--- config.mk ---
export PLATFORM = sky130hd
export DESIGN_NAME = iomem_decode
export DESIGN_NICKNAME = d
export VERILOG_FILES = /design/src/rtl/audio_pkg.sv /design/src/rtl/iomem_decode.sv
export SDC_FILE = /design/constraint.sdc
export NUM_CORES = 1
export LEC_CHECK = 0
export ABC_CLOCK_PERIOD_IN_PS = 1240
export BUFFER_PORTS_ARGS = -buffer_cell sky130_fd_sc_hd__buf_2
export CORE_AREA = 4 4 41 43
export CTS_BUF_LIST = sky130_fd_sc_hd__clkbuf_4
export DETAILED_ROUTE_END_ITERATION = 7
export DIE_AREA = 0 0 45 47
export GPL_TIMING_DRIVEN = 0
export HOLD_SLACK_MARGIN = 0.05
export PLACE_DENSITY = 0.84
export SYNTH_ARGS = -nofsm -noshare
export SYNTH_HDL_FRONTEND = slang
export SYNTH_SLANG_ARGS = --single-unit
--- constraint.sdc ---
create_clock -name ck -period 1.24 [get_ports ck]
set_input_delay 0.186 -clock ck [delete_from_list [all_inputs] [get_ports ck]]
set_output_delay 0.186 -clock ck [all_outputs]
set_load 0.05 [all_outputs]
--- src/rtl/audio_pkg.sv ---
// Sizes, address map, program word layout and bus types shared by the audio mixing RTL
package audio_pkg;

    // Input RAM geometry, 16 channels by 32 frames
    localparam int channels = 16;
    localparam int chan_w = $clog2(channels);
    localparam int frames = 32;
    localparam int frame_w = $clog2(frames);
    localparam int audio_words = channels * frames;
    localparam int audio_w = $clog2(audio_words);

    // Program store
    localparam int code_words = 256;
    localparam int code_w = $clog2(code_words);

    // Signed accumulator width
    localparam int acc_w = 40;

    // Window offsets from the peripheral base address
    localparam logic [31:0] off_coef = 32'h0000_0000;
    localparam logic [31:0] off_input = 32'h0000_0800;
    localparam logic [31:0] off_result = 32'h0000_1000;
    localparam logic [31:0] off_status = 32'h0000_1100;
    localparam logic [31:0] off_reset = 32'h0000_1200;

    typedef enum logic [1:0] {
        op_nop = 2'd0,
        op_mac = 2'd1,
        op_store = 2'd2,
        op_end = 2'd3
    } op_e;

    // Program word, opcode in the top two bits of every view
    typedef union packed {
        logic [31:0] raw;
        struct packed {
            op_e op;
            logic [chan_w-1:0] chan;
            logic [frame_w-1:0] delay;
            logic [4:0] spare;
            logic signed [15:0] gain;
        } mac;
        struct packed {
            op_e op;
            // 0 selects left, 1 selects right
            logic side;
            logic [4:0] shift;
            logic [23:0] unused;
        } store;
    } seq_instr_u;

    // Host request on the memory port
    typedef struct packed {
        logic valid;
        logic [3:0] wstrb;
        logic [31:0] addr;
        logic [31:0] wdata;
    } iomem_req_s;

    // Result write from the sequencer
    typedef struct packed {
        logic we;
        logic side;
        logic [15:0] audio;
    } seq_out_s;

endpackage

--- src/rtl/iomem_decode.sv ---
// Address window decoder for one register block, gives one-shot ready, write and read strobes
`timescale 1ns/100ps

module iomem_decode #(
    parameter logic [31:0] match_addr = 32'h0000_0000,
    parameter int window_bits = 10
) (
    input  logic                  ck,
    input  logic                  arst_n,
    input  audio_pkg::iomem_req_s req,
    output logic                  ready,
    output logic                  we,
    output logic                  re
);

    logic hit;
    logic seen;
    logic acked;
    logic fire;

    // Request falls inside this window
    assign hit = req.valid && (req.addr[31:window_bits] == match_addr[31:window_bits]);

    // Answer in the second cycle of a held request, once only
    assign fire = hit && seen && !acked && !ready;

    always_ff @(posedge ck or negedge arst_n) begin
        if (!arst_n) begin
            seen <= 1'b0;
            acked <= 1'b0;
            ready <= 1'b0;
            we <= 1'b0;
            re <= 1'b0;
        end else begin
            seen <= hit;
            // Ready history, cleared when valid drops
            acked <= hit && (acked || ready);
            ready <= fire;
            // Any strobe bit set makes a full word write
            we <= fire && (req.wstrb != 4'h0);
            re <= fire && (req.wstrb == 4'h0);
        end
    end

endmodule

==> results.tsv <==
metric	value	unit
highest_layer	met4	
setup_viol	0	
yosys_warnings	0	
path_class	reg -> out	
min_path_cells	3	
nets	129	
vias	317	
die-area	2120	um2
wl_met1	253	um
fmax	986	MHz
mostFrequentLayoutCell	buf_2	
cts_max_level	1	
grt_pass1_wl	1.07	mm
critPathMaxStageDelay	0.33	ns
drv_cap	0	
synth_nets	92	
coreArea	1300	um2
fp-row-count	13	
post_cts_buffers	0	
end_kind	output port	
wl_met2	316	um
path_buf_inv	1	
slew_violations	0	
dpl.hpwl	643	um
ys_seq_elements	5	
vias_per_cell	4.40	
post-route-period-util	0.818	
initial_core_util	0.202	
final-hold-violation-count	0	
cp.depth	1	
reg2regPathDepth	3	
clock_latency	0.24	ns
die-height	47	um
worst_setup_path_start_kind	register	
worstPathCellList	buf_2	
ctsHoldBuffers	1	
cts_tree	built	
port_buffers	31	
timing.final.crit_period	1.01	ns
syn_inst	21	
required	1.05	ns
worst_pin_slew	0.407	ns
routabilityCongestion	0.658	
cts_resized	0	
cts.sinks	5	
finClkSkew	0.000490	ns
drtPass1Iterations	2	
p_per_area	903	nW/um2
cts_buffers	3	
ios	74	
arrival	0.83	ns
cp_slowest_cell	dfrtp_1	
grt_setup_unrepaired	no	
grt_start_max_net_pins	6	
routed_wl	725	um
holdWs	0.264	ns
wire_per_inst	10.1	um
worst_slew_margin_rel	0.726	
clk_path_buf_depth	2	
antenna_found_initial	0	
hold_path_class	in -> reg	
synth.distinct_cells	9	
antenna_left	0	
nFillCells	142	
leakagePower	0.000239	uW
first_iter_violations	3	
ctsRootBufferMaster	clkbuf_4	
grt_pass1_vias	307	
path_max_fanout	2	
final_layout_size_suffix_gt1_frac	0.719	
antennaDiodeCount	0	
die_w	45	um
finalSetupTns	0	ns
avgSynthCellArea	12.5	um2
path_clk_slew	0.04	ns
grt-ovfl-total	0	
layout_common_cells	buf_2, dfrtp_1, clkbuf_4	
syn_area	263	um2
peakVddDrop	0.310	mV
status	finished, final reports clean	
final_util	0.366	
grt_use_total	0.0788	
route.detailed.drc	0	
path_delay_family	flip-flops	
wl_met3	107	um
area_growth	81.4	%
yosysSeqAreaShare	0.476	
## per-layer routing
metal / vias to the layer above / GRT usage
li1: 155 / -
met1: 132 / 0.0742
met2: 26 / 0.121
met3: 4 / 0
met4: 0 / 0.140
met5: - / 0
## cells by family (layout without fill, tap and decap cells)
| family | Yosys count | in the layout | share of synthesized area |
|---|---|---|---|
| AND/OR/NAND/NOR | 16 | 16 | 0.524 |
| flip-flops | 5 | 5 | 0.476 |
| buffers and inverters | 0 | 36 | 0 |
## where the power goes
part / internal [uW] / leakage [uW] / switching, uW
Sequential: 164 / 0.0000699 / 0.00000239
Combinational: 38.5 / 0.000150 / 22.2
Clock: 143 / 0.0000184 / 62.9
## worst paths after layout
kind | start | to | slack (ns)
setup / recovery | ready | ready | 0.23
hold / removal | req[66] | re | 0.26
setup reg to reg | ready | we | 0.29
hold reg to reg | acked | acked | 0.53
max in group asynchronous | arst_n | we | 0.83
min in group asynchronous | arst_n | acked | 0.28
## per-stage QoR
step / power, uW / std cells / cell area [um2] / worst slack, ns
2_1_floorplan: 175 / 21 / 263 / 0.107
3_3_place_gp: 224 / 67 / 437 / 0.0829
3_5_place_dp: 226 / 67 / 437 / 0.0467
4_1_cts: 440 / 72 / 477 / 0.212
5_1_grt: 450 / 72 / 477 / 0.194
6_report: 431 / 72 / 477 / 0.226
## Yosys cell counts (all sizes together)
cell,n,area share
dfrtp,5,0.48
nand2,2,0.029
nand4,1,0.048
nor2,2,0.029
nor3,3,0.057
nor4,6,0.25
nor4b,2,0.11
## flip-flops by register name, indices dropped and copies added, names as in the netlist
register	cells
acked	1
re	1
ready	1
seen	1
we	1
## cell type report
class	instances	area [um2]	area share
well taps	15	18.8	0.0394
repair buffers	32	165	0.346
multi-input cells	16	138	0.289
clock buffers	4	30.0	0.0630
flip-flops and latches	5	125	0.262
Power figures use the tool's default switching activity.
